==> config.mk <==
export PLATFORM = sky130hd
export DESIGN_NAME = ep_top
export DESIGN_NICKNAME = d
export VERILOG_FILES = /design/src/design/ep_pkg.sv /design/src/design/ep_dma_ctrl.sv /design/src/design/ep_regs.sv /design/src/design/ep_rx_engine.sv /design/src/design/ep_top.sv /design/src/design/ep_tx_engine.sv
export VERILOG_INCLUDE_DIRS = /design/src /design/src/design
export SDC_FILE = /design/constraint.sdc
export NUM_CORES = 1
export LEC_CHECK = 0
export ABC_AREA = 1
export BUFFER_PORTS_ARGS = -buffer_cell sky130_fd_sc_hd__clkbuf_2
export CORE_ASPECT_RATIO = 1.75
export CORE_MARGIN = 4
export CORE_UTILIZATION = 57
export DETAILED_ROUTE_END_ITERATION = 8
export PLACE_DENSITY = 0.84
export SYNTH_ARGS = -nofsm -noshare
export SYNTH_HDL_FRONTEND = slang
export SYNTH_HIERARCHICAL = 1
export SYNTH_SLANG_ARGS = --single-unit
==> constraint.sdc <==
create_clock -name clk -period 14.9 [get_ports clk]
set_clock_uncertainty 0.05 [all_clocks]
set_input_delay 0.745 -clock clk [delete_from_list [all_inputs] [get_ports clk]]
set_output_delay 0.745 -clock clk [all_outputs]
set_load 0.02 [all_outputs]
==> src/design/ep_settings.svh <==
`ifndef EP_SETTINGS_SVH
`define EP_SETTINGS_SVH

`define EP_DW_W           64
`define EP_REM_W          8
`define EP_XY_AW          10
`define EP_REG_AW         5

// Byte offsets in the register window
`define EP_REG_CTRL       5'h00
`define EP_REG_DMA_ADDR   5'h04
`define EP_REG_FRAME_LEN  5'h08
`define EP_REG_STATUS     5'h0C
`define EP_REG_VERSION    5'h10
`define EP_VERSION        32'h0001_0400

`define EP_FMT_3DW_NODATA 3'b000
`define EP_FMT_3DW_DATA   3'b010
`define EP_TYPE_MEM       5'b00000
`define EP_TYPE_CPL       5'b01010

`define EP_REM_FULL       8'h00
`define EP_REM_HALF       8'h0F   // Lower DW of the beat invalid

`endif

==> src/design/ep_pkg.sv <==
`include "ep_settings.svh"

package ep_pkg;

    typedef struct packed {
        logic [`EP_DW_W-1:0]  data;   // DW0 in the upper half
        logic [`EP_REM_W-1:0] rem_n;
        logic                 sof_n;
        logic                 eof_n;
    } ll_beat_t;

    typedef enum logic [1:0] {TLP_MWR, TLP_MRD, TLP_OTHER} tlp_kind_e;

    typedef enum logic [1:0] {RX_IDLE, RX_HDR2, RX_WAIT_CPL} rx_state_e;

    typedef enum logic [2:0] {
        TX_IDLE, TX_CPL0, TX_CPL1, TX_MWR0, TX_MWR1, TX_MWR2
    } tx_state_e;

    typedef enum logic [1:0] {DMA_IDLE, DMA_FETCH, DMA_SEND, DMA_WAIT} dma_state_e;

    typedef struct packed {
        logic                  strobe;
        logic [`EP_REG_AW-3:0] offset;   // DW offset
        logic [31:0]           data;
        logic [3:0]            fbe;
    } reg_wr_t;

    typedef struct packed {
        logic [15:0] rid;
        logic [7:0]  tag;
        logic [2:0]  tc;
        logic [1:0]  attr;
        logic [6:0]  lower_addr;
    } rd_req_t;

    typedef struct packed {
        logic                 enable;
        logic [31:0]          host_addr;
        logic [`EP_XY_AW-1:0] frame_len;
    } dma_cfg_t;

    typedef struct packed {
        logic [31:0]         addr;
        logic [`EP_DW_W-1:0] data;
    } dma_word_t;

endpackage

==> src/design/ep_dma_ctrl.sv <==
`include "ep_settings.svh"

module ep_dma_ctrl import ep_pkg::*; (
    input  logic                 clk,
    input  logic                 rst_n,
    input  dma_cfg_t             dma_cfg_i,
    input  logic                 dma_abort_i,
    input  logic                 cfg_bus_mstr_en_i,
    input  logic                 timeframe_end_rise_i,
    output logic [`EP_XY_AW-1:0] xy_buf_addr_o,
    input  logic [`EP_DW_W-1:0]  xy_buf_dat_i,
    output logic                 mwr_req_o,
    output dma_word_t            mwr_word_o,
    input  logic                 mwr_done_i,
    output logic                 dma_busy_o,
    output logic                 frame_done_o,
    output logic                 dma_irq_o
);

    dma_state_e           state;
    logic [`EP_XY_AW-1:0] word_cnt;
    logic [31:0]          addr_acc;
    logic                 start;
    logic                 last_word;

    assign xy_buf_addr_o = word_cnt;
    assign dma_busy_o    = state != DMA_IDLE;
    assign dma_irq_o     = frame_done_o;
    assign last_word     = word_cnt == dma_cfg_i.frame_len - 1'b1;
    assign start         = timeframe_end_rise_i && dma_cfg_i.enable && cfg_bus_mstr_en_i
                           && dma_cfg_i.frame_len != '0;

    always_ff @(posedge clk) begin
        if (!rst_n) begin
            state        <= DMA_IDLE;
            mwr_req_o    <= 1'b0;
            frame_done_o <= 1'b0;
            word_cnt     <= '0;
        end else begin
            frame_done_o <= 1'b0;
            if (dma_abort_i) begin
                state     <= DMA_IDLE;
                mwr_req_o <= 1'b0;
            end else begin
                case (state)
                    DMA_IDLE: if (start) begin
                        word_cnt <= '0;
                        addr_acc <= dma_cfg_i.host_addr;
                        state    <= DMA_FETCH;
                    end
                    DMA_FETCH: state <= DMA_SEND;   // Buffer read latency
                    DMA_SEND: begin
                        mwr_word_o <= '{addr: addr_acc, data: xy_buf_dat_i};
                        mwr_req_o  <= 1'b1;
                        state      <= DMA_WAIT;
                    end
                    DMA_WAIT: if (mwr_done_i) begin
                        mwr_req_o <= 1'b0;
                        if (last_word) begin
                            frame_done_o <= 1'b1;
                            state        <= DMA_IDLE;
                        end else begin
                            word_cnt <= word_cnt + 1'b1;
                            addr_acc <= addr_acc + 32'd8;
                            state    <= DMA_FETCH;
                        end
                    end
                    default: state <= DMA_IDLE;
                endcase
            end
        end
    end

    assert property (@(posedge clk) disable iff (!rst_n)
        (mwr_req_o && !mwr_done_i && !dma_abort_i) |=> (mwr_req_o && $stable(mwr_word_o)))
        else $error("dma: write request changed before done");

endmodule

==> src/design/ep_regs.sv <==
`include "ep_settings.svh"

module ep_regs import ep_pkg::*; (
    input  logic        clk,
    input  logic        rst_n,
    input  reg_wr_t     reg_wr_i,
    input  logic        rd_req_i,
    input  rd_req_t     rd_info_i,
    output logic        cpl_req_o,
    output rd_req_t     cpl_info_o,
    output logic [31:0] cpl_data_o,
    input  logic        cpl_done_i,
    output dma_cfg_t    dma_cfg_o,
    output logic        dma_abort_o,
    input  logic        dma_busy_i,
    input  logic        frame_done_i
);

    logic [`EP_REG_AW-1:0] wr_off;
    logic [31:0]           wr_mask;
    logic [31:0]           rd_data;
    logic [31:0]           addr_new;
    logic [31:0]           len_new;
    logic [15:0]           frame_cnt;
    logic                  init_wr;

    assign wr_off  = {reg_wr_i.offset, 2'b00};
    assign wr_mask = {{8{reg_wr_i.fbe[3]}}, {8{reg_wr_i.fbe[2]}},
                      {8{reg_wr_i.fbe[1]}}, {8{reg_wr_i.fbe[0]}}};
    assign init_wr = reg_wr_i.strobe && wr_off == `EP_REG_CTRL
                     && reg_wr_i.fbe[0] && reg_wr_i.data[1];

    // Byte-enable merge with the current contents
    assign addr_new = (dma_cfg_o.host_addr & ~wr_mask) | (reg_wr_i.data & wr_mask);
    assign len_new  = ({{(32-`EP_XY_AW){1'b0}}, dma_cfg_o.frame_len} & ~wr_mask)
                      | (reg_wr_i.data & wr_mask);

    always_ff @(posedge clk) begin
        if (!rst_n) begin
            dma_cfg_o   <= '0;
            frame_cnt   <= '0;
            dma_abort_o <= 1'b0;
        end else begin
            dma_abort_o <= init_wr;
            if (reg_wr_i.strobe && wr_off == `EP_REG_DMA_ADDR)
                dma_cfg_o.host_addr <= {addr_new[31:3], 3'b000};
            if (reg_wr_i.strobe && wr_off == `EP_REG_FRAME_LEN)
                dma_cfg_o.frame_len <= len_new[`EP_XY_AW-1:0];
            if (init_wr) begin
                dma_cfg_o.enable <= 1'b0;
                frame_cnt        <= '0;
            end else begin
                if (reg_wr_i.strobe && wr_off == `EP_REG_CTRL && reg_wr_i.fbe[0])
                    dma_cfg_o.enable <= reg_wr_i.data[0];
                if (frame_done_i)
                    frame_cnt <= frame_cnt + 16'd1;
            end
        end
    end

    always_comb begin
        case (rd_info_i.lower_addr[`EP_REG_AW-1:0])
            `EP_REG_CTRL:      rd_data = {31'd0, dma_cfg_o.enable};
            `EP_REG_DMA_ADDR:  rd_data = dma_cfg_o.host_addr;
            `EP_REG_FRAME_LEN: rd_data = {{(32-`EP_XY_AW){1'b0}}, dma_cfg_o.frame_len};
            `EP_REG_STATUS:    rd_data = {15'd0, dma_busy_i, frame_cnt};
            `EP_REG_VERSION:   rd_data = `EP_VERSION;
            default:           rd_data = 32'd0;
        endcase
    end

    always_ff @(posedge clk) begin
        if (!rst_n)
            cpl_req_o <= 1'b0;
        else if (rd_req_i)
            cpl_req_o <= 1'b1;
        else if (cpl_done_i)
            cpl_req_o <= 1'b0;
    end

    always_ff @(posedge clk) begin
        if (rd_req_i) begin
            cpl_info_o <= rd_info_i;
            cpl_data_o <= rd_data;   // Snapshot at request time
        end
    end

    // rx must stall until the previous completion has gone out
    assert property (@(posedge clk) disable iff (!rst_n) rd_req_i |-> !cpl_req_o)
        else $error("regs: read request while a completion is pending");

endmodule

==> src/design/ep_rx_engine.sv <==
`include "ep_settings.svh"

module ep_rx_engine import ep_pkg::*; (
    input  logic     clk,
    input  logic     rst_n,
    input  ll_beat_t rx_beat_i,
    input  logic     rx_src_rdy_n_i,
    output logic     rx_dst_rdy_n_o,
    output reg_wr_t  reg_wr_o,
    output logic     rd_req_o,
    output rd_req_t  rd_info_o,
    input  logic     cpl_done_i
);

    rx_state_e   state;
    tlp_kind_e   kind_q;
    tlp_kind_e   kind_d;
    rd_req_t     info_q;
    logic [3:0]  fbe_q;
    logic        xfer;
    logic [31:0] dw_hi;
    logic [31:0] dw_lo;

    assign xfer      = !rx_src_rdy_n_i && !rx_dst_rdy_n_o;
    assign dw_hi     = rx_beat_i.data[63:32];
    assign dw_lo     = rx_beat_i.data[31:0];
    assign rd_info_o = info_q;

    always_comb begin
        kind_d = TLP_OTHER;
        if (dw_hi[28:24] == `EP_TYPE_MEM) begin
            if (dw_hi[31:29] == `EP_FMT_3DW_DATA)
                kind_d = TLP_MWR;
            else if (dw_hi[31:29] == `EP_FMT_3DW_NODATA)
                kind_d = TLP_MRD;
        end
    end

    always_ff @(posedge clk) begin
        if (!rst_n) begin
            state           <= RX_IDLE;
            rx_dst_rdy_n_o  <= 1'b1;
            reg_wr_o.strobe <= 1'b0;
            rd_req_o        <= 1'b0;
        end else begin
            reg_wr_o.strobe <= 1'b0;
            rd_req_o        <= 1'b0;
            case (state)
                RX_IDLE: begin
                    rx_dst_rdy_n_o <= 1'b0;
                    if (xfer && !rx_beat_i.sof_n) begin
                        kind_q      <= kind_d;
                        info_q.tc   <= dw_hi[22:20];
                        info_q.attr <= dw_hi[13:12];
                        info_q.rid  <= dw_lo[31:16];
                        info_q.tag  <= dw_lo[15:8];
                        fbe_q       <= dw_lo[3:0];
                        if (rx_beat_i.eof_n)
                            state <= RX_HDR2;
                    end
                end
                RX_HDR2: if (xfer && !rx_beat_i.eof_n) begin
                    reg_wr_o.offset   <= dw_hi[`EP_REG_AW-1:2];   // Address DW
                    reg_wr_o.data     <= dw_lo;
                    reg_wr_o.fbe      <= fbe_q;
                    info_q.lower_addr <= {dw_hi[6:2], 2'b00};
                    reg_wr_o.strobe   <= kind_q == TLP_MWR;
                    if (kind_q == TLP_MRD) begin
                        rd_req_o       <= 1'b1;
                        rx_dst_rdy_n_o <= 1'b1;   // Single read in flight
                        state          <= RX_WAIT_CPL;
                    end else begin
                        state <= RX_IDLE;
                    end
                end
                RX_WAIT_CPL: if (cpl_done_i) begin
                    rx_dst_rdy_n_o <= 1'b0;
                    state          <= RX_IDLE;
                end
                default: state <= RX_IDLE;
            endcase
        end
    end

    assert property (@(posedge clk) disable iff (!rst_n)
        (state == RX_HDR2 && xfer) |-> rx_beat_i.sof_n)
        else $error("rx: sof_n low inside a TLP");

endmodule

==> src/design/ep_top.sv <==
`include "ep_settings.svh"

module ep_top import ep_pkg::*; (
    input  logic                 clk,
    input  logic                 rst_n,
    input  ll_beat_t             rx_beat_i,
    input  logic                 rx_src_rdy_n_i,
    output logic                 rx_dst_rdy_n_o,
    output ll_beat_t             tx_beat_o,
    output logic                 tx_src_rdy_n_o,
    input  logic                 tx_dst_rdy_n_i,
    input  logic [15:0]          completer_id_i,
    input  logic                 cfg_bus_mstr_en_i,
    input  logic                 timeframe_end_rise_i,
    output logic [`EP_XY_AW-1:0] xy_buf_addr_o,
    input  logic [`EP_DW_W-1:0]  xy_buf_dat_i,
    output logic                 dma_irq_o
);

    reg_wr_t     reg_wr;
    logic        rd_req;
    rd_req_t     rd_info;
    logic        cpl_req;
    rd_req_t     cpl_info;
    logic [31:0] cpl_data;
    logic        cpl_done;
    dma_cfg_t    dma_cfg;
    logic        dma_abort;
    logic        dma_busy;
    logic        frame_done;
    logic        mwr_req;
    dma_word_t   mwr_word;
    logic        mwr_done;

    ep_rx_engine u_rx (
        .clk            (clk),
        .rst_n          (rst_n),
        .rx_beat_i      (rx_beat_i),
        .rx_src_rdy_n_i (rx_src_rdy_n_i),
        .rx_dst_rdy_n_o (rx_dst_rdy_n_o),
        .reg_wr_o       (reg_wr),
        .rd_req_o       (rd_req),
        .rd_info_o      (rd_info),
        .cpl_done_i     (cpl_done)
    );

    ep_regs u_regs (
        .clk          (clk),
        .rst_n        (rst_n),
        .reg_wr_i     (reg_wr),
        .rd_req_i     (rd_req),
        .rd_info_i    (rd_info),
        .cpl_req_o    (cpl_req),
        .cpl_info_o   (cpl_info),
        .cpl_data_o   (cpl_data),
        .cpl_done_i   (cpl_done),
        .dma_cfg_o    (dma_cfg),
        .dma_abort_o  (dma_abort),
        .dma_busy_i   (dma_busy),
        .frame_done_i (frame_done)
    );

    ep_dma_ctrl u_dma (
        .clk                  (clk),
        .rst_n                (rst_n),
        .dma_cfg_i            (dma_cfg),
        .dma_abort_i          (dma_abort),
        .cfg_bus_mstr_en_i    (cfg_bus_mstr_en_i),
        .timeframe_end_rise_i (timeframe_end_rise_i),
        .xy_buf_addr_o        (xy_buf_addr_o),
        .xy_buf_dat_i         (xy_buf_dat_i),
        .mwr_req_o            (mwr_req),
        .mwr_word_o           (mwr_word),
        .mwr_done_i           (mwr_done),
        .dma_busy_o           (dma_busy),
        .frame_done_o         (frame_done),
        .dma_irq_o            (dma_irq_o)
    );

    ep_tx_engine u_tx (
        .clk            (clk),
        .rst_n          (rst_n),
        .completer_id_i (completer_id_i),
        .cpl_req_i      (cpl_req),
        .cpl_info_i     (cpl_info),
        .cpl_data_i     (cpl_data),
        .cpl_done_o     (cpl_done),
        .mwr_req_i      (mwr_req),
        .mwr_word_i     (mwr_word),
        .mwr_done_o     (mwr_done),
        .tx_beat_o      (tx_beat_o),
        .tx_src_rdy_n_o (tx_src_rdy_n_o),
        .tx_dst_rdy_n_i (tx_dst_rdy_n_i)
    );

endmodule

==> src/design/ep_tx_engine.sv <==
`include "ep_settings.svh"

module ep_tx_engine import ep_pkg::*; (
    input  logic        clk,
    input  logic        rst_n,
    input  logic [15:0] completer_id_i,
    input  logic        cpl_req_i,
    input  rd_req_t     cpl_info_i,
    input  logic [31:0] cpl_data_i,
    output logic        cpl_done_o,
    input  logic        mwr_req_i,
    input  dma_word_t   mwr_word_i,
    output logic        mwr_done_o,
    output ll_beat_t    tx_beat_o,
    output logic        tx_src_rdy_n_o,
    input  logic        tx_dst_rdy_n_i
);

    tx_state_e   state;
    logic        xfer;
    logic [31:0] cpl_dw0;
    logic [31:0] cpl_dw1;
    logic [31:0] cpl_dw2;
    logic [31:0] mwr_dw0;
    logic [31:0] mwr_dw1;
    ll_beat_t    cpl_beat0;
    ll_beat_t    cpl_beat1;
    ll_beat_t    mwr_beat0;
    ll_beat_t    mwr_beat1;
    ll_beat_t    mwr_beat2;

    assign xfer = !tx_src_rdy_n_o && !tx_dst_rdy_n_i;

    // CplD, one DW of data
    assign cpl_dw0 = {`EP_FMT_3DW_DATA, `EP_TYPE_CPL, 1'b0, cpl_info_i.tc, 4'b0000,
                      2'b00, cpl_info_i.attr, 2'b00, 10'd1};
    assign cpl_dw1 = {completer_id_i, 3'b000, 1'b0, 12'd4};   // Status SC, 4 bytes
    assign cpl_dw2 = {cpl_info_i.rid, cpl_info_i.tag, 1'b0, cpl_info_i.lower_addr};

    // MWr32 of two DW, all bytes enabled
    assign mwr_dw0 = {`EP_FMT_3DW_DATA, `EP_TYPE_MEM, 1'b0, 3'b000, 4'b0000,
                      4'b0000, 2'b00, 10'd2};
    assign mwr_dw1 = {completer_id_i, 8'h00, 4'hF, 4'hF};

    assign cpl_beat0 = '{data: {cpl_dw0, cpl_dw1}, rem_n: `EP_REM_FULL,
                         sof_n: 1'b0, eof_n: 1'b1};
    assign cpl_beat1 = '{data: {cpl_dw2, cpl_data_i}, rem_n: `EP_REM_FULL,
                         sof_n: 1'b1, eof_n: 1'b0};
    assign mwr_beat0 = '{data: {mwr_dw0, mwr_dw1}, rem_n: `EP_REM_FULL,
                         sof_n: 1'b0, eof_n: 1'b1};
    assign mwr_beat1 = '{data: {mwr_word_i.addr[31:2], 2'b00, mwr_word_i.data[63:32]},
                         rem_n: `EP_REM_FULL, sof_n: 1'b1, eof_n: 1'b1};
    assign mwr_beat2 = '{data: {mwr_word_i.data[31:0], 32'd0}, rem_n: `EP_REM_HALF,
                         sof_n: 1'b1, eof_n: 1'b0};

    assign cpl_done_o = state == TX_CPL1 && xfer;
    assign mwr_done_o = state == TX_MWR2 && xfer;

    always_ff @(posedge clk) begin
        if (!rst_n) begin
            state          <= TX_IDLE;
            tx_src_rdy_n_o <= 1'b1;
        end else begin
            case (state)
                TX_IDLE: begin
                    if (cpl_req_i) begin   // Completion first at a TLP boundary
                        tx_beat_o      <= cpl_beat0;
                        tx_src_rdy_n_o <= 1'b0;
                        state          <= TX_CPL0;
                    end else if (mwr_req_i) begin
                        tx_beat_o      <= mwr_beat0;
                        tx_src_rdy_n_o <= 1'b0;
                        state          <= TX_MWR0;
                    end
                end
                TX_CPL0: if (xfer) begin
                    tx_beat_o <= cpl_beat1;
                    state     <= TX_CPL1;
                end
                TX_MWR0: if (xfer) begin
                    tx_beat_o <= mwr_beat1;
                    state     <= TX_MWR1;
                end
                TX_MWR1: if (xfer) begin
                    tx_beat_o <= mwr_beat2;
                    state     <= TX_MWR2;
                end
                TX_CPL1, TX_MWR2: if (xfer) begin
                    tx_src_rdy_n_o <= 1'b1;
                    state          <= TX_IDLE;
                end
                default: state <= TX_IDLE;
            endcase
        end
    end

    assert property (@(posedge clk) disable iff (!rst_n)
        (!tx_src_rdy_n_o && tx_dst_rdy_n_i) |=> (!tx_src_rdy_n_o && $stable(tx_beat_o)))
        else $error("tx: beat changed while stalled");

endmodule

== Yosys cells after proc, flatten, opt, wreduce, memory -nomap -nowiden ==
Index checks and enable logic that the tools add are counted.

* $add $sub $neg: 4
* Eq/ne operators: 32
* Multiplexer cells: 47
* Bitwise operators: 11
* Reduce and logical (&&, ||, !) cells: 53

{| class="wikitable"
|+ Operators by type and width
! cell !! number
|-
| $mux W74 || 5
|-
| $pmux W74 S4 || 1
|-
| $pmux W32 S5 || 1
|-
| $mux W32 || 3
|-
| $and A32 B32 Y32 || 2
|-
| $pmux W32 S2 || 1
|-
| $add A32 B4 Y32 const B || 1
|-
| $not A32 Y32 || 1
|-
| $or A32 B32 Y32 || 1
|-
| $mux W10 || 3
|-
| $pmux W10 S2 || 1
|-
| $eq A3 B2 Y1 const B || 6
|-
| $mux W2 || 9
|-
| $mux W3 || 6
|-
| $add A16 B1 Y16 const B || 1
|-
| $ne A2 B1 Y1 const B || 8
|-
| $logic_not A5 Y1 || 3
|-
| $pmux W3 S5 || 1
|-
| $logic_and A1 B1 Y1 || 14
|-
| $reduce_and A3 Y1 || 4
|-
| $reduce_and A6 Y1 || 2
|-
| $mux W1 || 11
|-
| $add A10 B1 Y10 const B || 1
|-
| $and A10 B10 Y10 || 1
|-
| other kinds (26) || 60
|}

* Flip-flop bits (word level): 428
* Word-level logic and storage cells: 187

== Logic depth before layout (Yosys ltp) ==
* Depth after elaboration: 5
* Gate-level depth with buffers: 15
* Mapped depth without buffers: 14

== Cells and area by module ==
Netlist, hierarchy kept.

{| class="wikitable"
|+ By module, submodules not included
! module !! instances !! cells each !! area an instance (µm²)
|-
| ep_dma_ctrl || 1 || 579 || 6246.0
|-
| ep_regs || 1 || 458 || 4775.8
|-
| ep_tx_engine || 1 || 342 || 3479.6
|-
| ep_rx_engine || 1 || 127 || 2641.3
|}

== Worst setup path before layout ==
Ideal clock, no wire load.

* Path kind: input-to-reg
* Start point: in rst_n
* End point: reg u_dma/mwr_word_o[0] (netlist name), enable pin
* Library setup time: 0.552 ns
* Arrival time: 4.869 ns
* Data required time: 14.298 ns
* Setup slack: 9.429 ns
* Stages on the path: 2
* Path buffers: 0
* Cells stage by stage: nand2_1 nor2_1

* Word-level cells in the longest chain between the ends: 1

{| class="wikitable"
|+ RTL lines
! item !! line !! source
|-
| from (decl) || ep_top.sv:5 || <nowiki>input logic rst_n,</nowiki>
|-
| $reduce_and A3 Y1 (no source line) || n/a ||
|-
| to (signal assigned) || ep_dma_ctrl.sv:53 || <nowiki>mwr_word_o <= '{addr: addr_acc, data: xy_buf_dat_i};</nowiki>
|-
| to (decl) || ep_dma_ctrl.sv:13 || <nowiki>output dma_word_t mwr_word_o,</nowiki>
|}

Every way passes these cells.
A chain may end at the register's enable or synchronous reset.

== Worst setup path in the final report ==
* Start point: reg u_dma.state[0]
* End point: reg u_dma.addr_acc[19], enable pin

* Word-level cells in the longest chain between the ends: 3
* Elaborated cells on any way between the ends: 7
* Those cells by class: eq/ne: 4; reduce/logical: 3

{| class="wikitable"
|+ RTL lines
! item !! line !! source
|-
| from (decl) || ep_dma_ctrl.sv:20 || <nowiki>dma_state_e state;</nowiki>
|-
| from (signal assigned) || ep_dma_ctrl.sv:35 || <nowiki>state <= DMA_IDLE;</nowiki>
|-
| from (signal assigned) || ep_dma_ctrl.sv:42 || <nowiki>state <= DMA_IDLE;</nowiki>
|-
| from (signal assigned) || ep_dma_ctrl.sv:49 || <nowiki>state <= DMA_FETCH;</nowiki>
|-
| $eq A2 B2 Y1 or $logic_not A2 Y1 (tied branches) || ep_dma_ctrl.sv:45 || <nowiki>case (state)</nowiki>
|-
| $ne A2 B2 Y1 (no source line), or another cell as far along || n/a ||
|-
| $reduce_and A6 Y1 (no source line) * || n/a ||
|-
| to (signal assigned) || ep_dma_ctrl.sv:48 || <nowiki>addr_acc <= dma_cfg_i.host_addr;</nowiki>
|-
| to (signal assigned) || ep_dma_ctrl.sv:64 || <nowiki>addr_acc <= addr_acc + 32'd8;</nowiki>
|-
| to (decl) || ep_dma_ctrl.sv:22 || <nowiki>logic [31:0] addr_acc;</nowiki>
|}

Every way passes the cells marked *; elsewhere a longest branch is shown, timed or not.

==> results.json <==
{
  "status": "finished clean",
  "crit_slowest_cell": "nor2_4",
  "relSlewSlack": 0.335,
  "grt_pass1_wl_mm": 66.5,
  "drc": 0,
  "cts.reportedPaths.clkPinSlew_ns": 0.07,
  "cts_setup_buffers": 0,
  "p_leak_uw": 0.00733,
  "area_growth_syn_to_layout_pct": 14.4,
  "r2r-start": "u_dma/state[0]$_SDFFE_PP0P_",
  "drive_gt1_frac": 0.208,
  "cap_violations": 0,
  "worstPathRequired_ns": 15.00,
  "layout_setup_ws_ns": 11.13,
  "worstSetupStartpoint": "u_dma/state[0]$_SDFFE_PP0P_",
  "power_density_nw_per_um2": 139,
  "final_common_cell": "nand2_1",
  "whs_ns": 0.341,
  "fin_nets": 1875,
  "finalSetupTns_ns": 0,
  "cp_top_family": "simple AND/OR/NAND/NOR gates",
  "hold_class": "in -> reg",
  "setup_viol": 0,
  "path_cells": "ha_1, inv_2, or2_1, o211ai_1, a21oi_1, nand2_2, nor2_4",
  "crit_path_start_kind": "flop",
  "die_area_um2": 32700,
  "crit_path_end_kind": "flop",
  "coreArea_um2": 29400,
  "dp_slack_ns": 11.01,
  "cts_buffer_depth": 3,
  "die_w_um": 139,
  "cp_num_buf_inv": 1,
  "worst_slew_pin_slew_ns": 0.997,
  "final_cell_mix": "nand2_1, edfxtp_1, clkbuf_2",
  "path_class": "reg -> reg",
  "rsz0062_at_grt": "false",
  "first_pass_iters": 6,
  "num_io_pins": 247,
  "yosys_warnings": 6,
  "antenna_left": 0,
  "grt_max_degree": 70,
  "drv_slew": 0,
  "utilization": 0.662,
  "irDropWorstVdd_mv": 0.0969,
  "fp.dieH_um": 236,
  "clock-sinks": 416,
  "cts_resized": 0,
  "min-delay-start": "xy_buf_dat_i[53]",
  "fin_crit_ns": 3.77,
  "synth_area_um2": 17000,
  "portBuffers": 220,
  "finalHoldViolations": 0,
  "cts_tree": "done",
  "cts-root-buf": "clkbuf_16",
  "initial_utilization": 0.578,
  "cp_slowest_stage_delay_ns": 0.79,
  "crit_arrival_ns": 3.87,
  "fmax_mhz": 265,
  "grtUsageTotal": 0.264,
  "routabilityCongestion": 0.909,
  "post_drt_wl_per_cell_um": 20.7,
  "place_hpwl_mm": 30.7,
  "rows": 83,
  "fillers": 2134,
  "drtIter0Drc": 1054,
  "gr-total-overflow": 0,
  "route.vias.total": 12000,
  "grt_pass1_vias": 12400,
  "place_inst": 2053,
  "syn_avg_cell_area_um2": 11.4,
  "cts_hold_repair.buffers": 0,
  "synth_cells": 1496,
  "fin_cells": 2118,
  "clock_latency_ns": 0.53,
  "cts_made_buffers": 35,
  "cts-htree-levels": 2,
  "viasPerCell": 5.67,
  "crit_path_max_fanout": 45,
  "finalWirelength_mm": 43.9,
  "fin_crit_sh": 0.253,
  "antenna_found_initial": 1
}
==> through the flow <==
stage | instance area [um2] | total power (uW)
floorplan | 17000 | 1690
global placement | 18300 | 1820
detailed placement | 18300 | 1840
CTS | 19400 | 2720
global route | 19400 | 2810
finish | 19400 | 2710
==> path summary, 6_finish.rpt <==
kind / endpoint / slack (ns) / cells past startpoint
worst min register to register: u_regs/cpl_info_o[28]$_DFFE_PP_ / 0.37 / 0
worst max register to register: u_dma/addr_acc[19]$_DFFE_PP_ / 11.13 / 7
worst max-delay path: u_dma/addr_acc[19]$_DFFE_PP_ / 11.13 / 7
worst min-delay path: u_dma/mwr_word_o[53]$_DFFE_PP_ / 0.34 / 1
==> power by group <==
group	switching, uW	total (uW)	internal [uW]
Combinational	319	431	112
Sequential	26.0	1380	1360
Clock	395	896	501
Total	740	2710	1970
==> area by class of cell <==
class | count | area, um2 | area share
Multi-Input combinational cell | 899 | 4520 | 0.233
Clock inverter | 8 | 66.3 | 0.00341
Sequential cell | 416 | 11700 | 0.601
Inverter | 127 | 477 | 0.0245
Clock buffer | 55 | 1040 | 0.0537
Timing Repair Buffer | 229 | 1170 | 0.0601
Antenna cell | 2 | 5.00 | 0.000257
Tap cell | 382 | 478 | 0.0246
==> per-layer routing <==
layer	global-route usage	share of wire	vias up
li1	-	-	5543
met1	0.254	0.31	5703
met2	0.504	0.56	562
met3	0.0337	0.050	196
met4	0.195	0.084	0
met5	0	0	-
==> sequential cells by signal, summed over array words and instances (netlist names), 2 cells and up, named ones only <==
| name | flops |
|---|---|
| u_dma/mwr_word_o | 94 |
| u_tx/tx_beat_o | 67 |
| u_rx/reg_wr_o | 39 |
| u_regs/cpl_info_o | 36 |
| u_regs/cpl_data_o | 32 |
| u_rx/rd_info_o | 32 |
| u_dma/addr_acc | 30 |
| u_regs/frame_cnt | 16 |
| u_dma/xy_buf_addr_o | 10 |
| u_rx/fbe_q | 4 |
| u_tx/state | 3 |
| u_dma/state | 2 |
| u_rx/kind_q | 2 |
| u_rx/state | 2 |
Power figures use the tool's default switching activity.
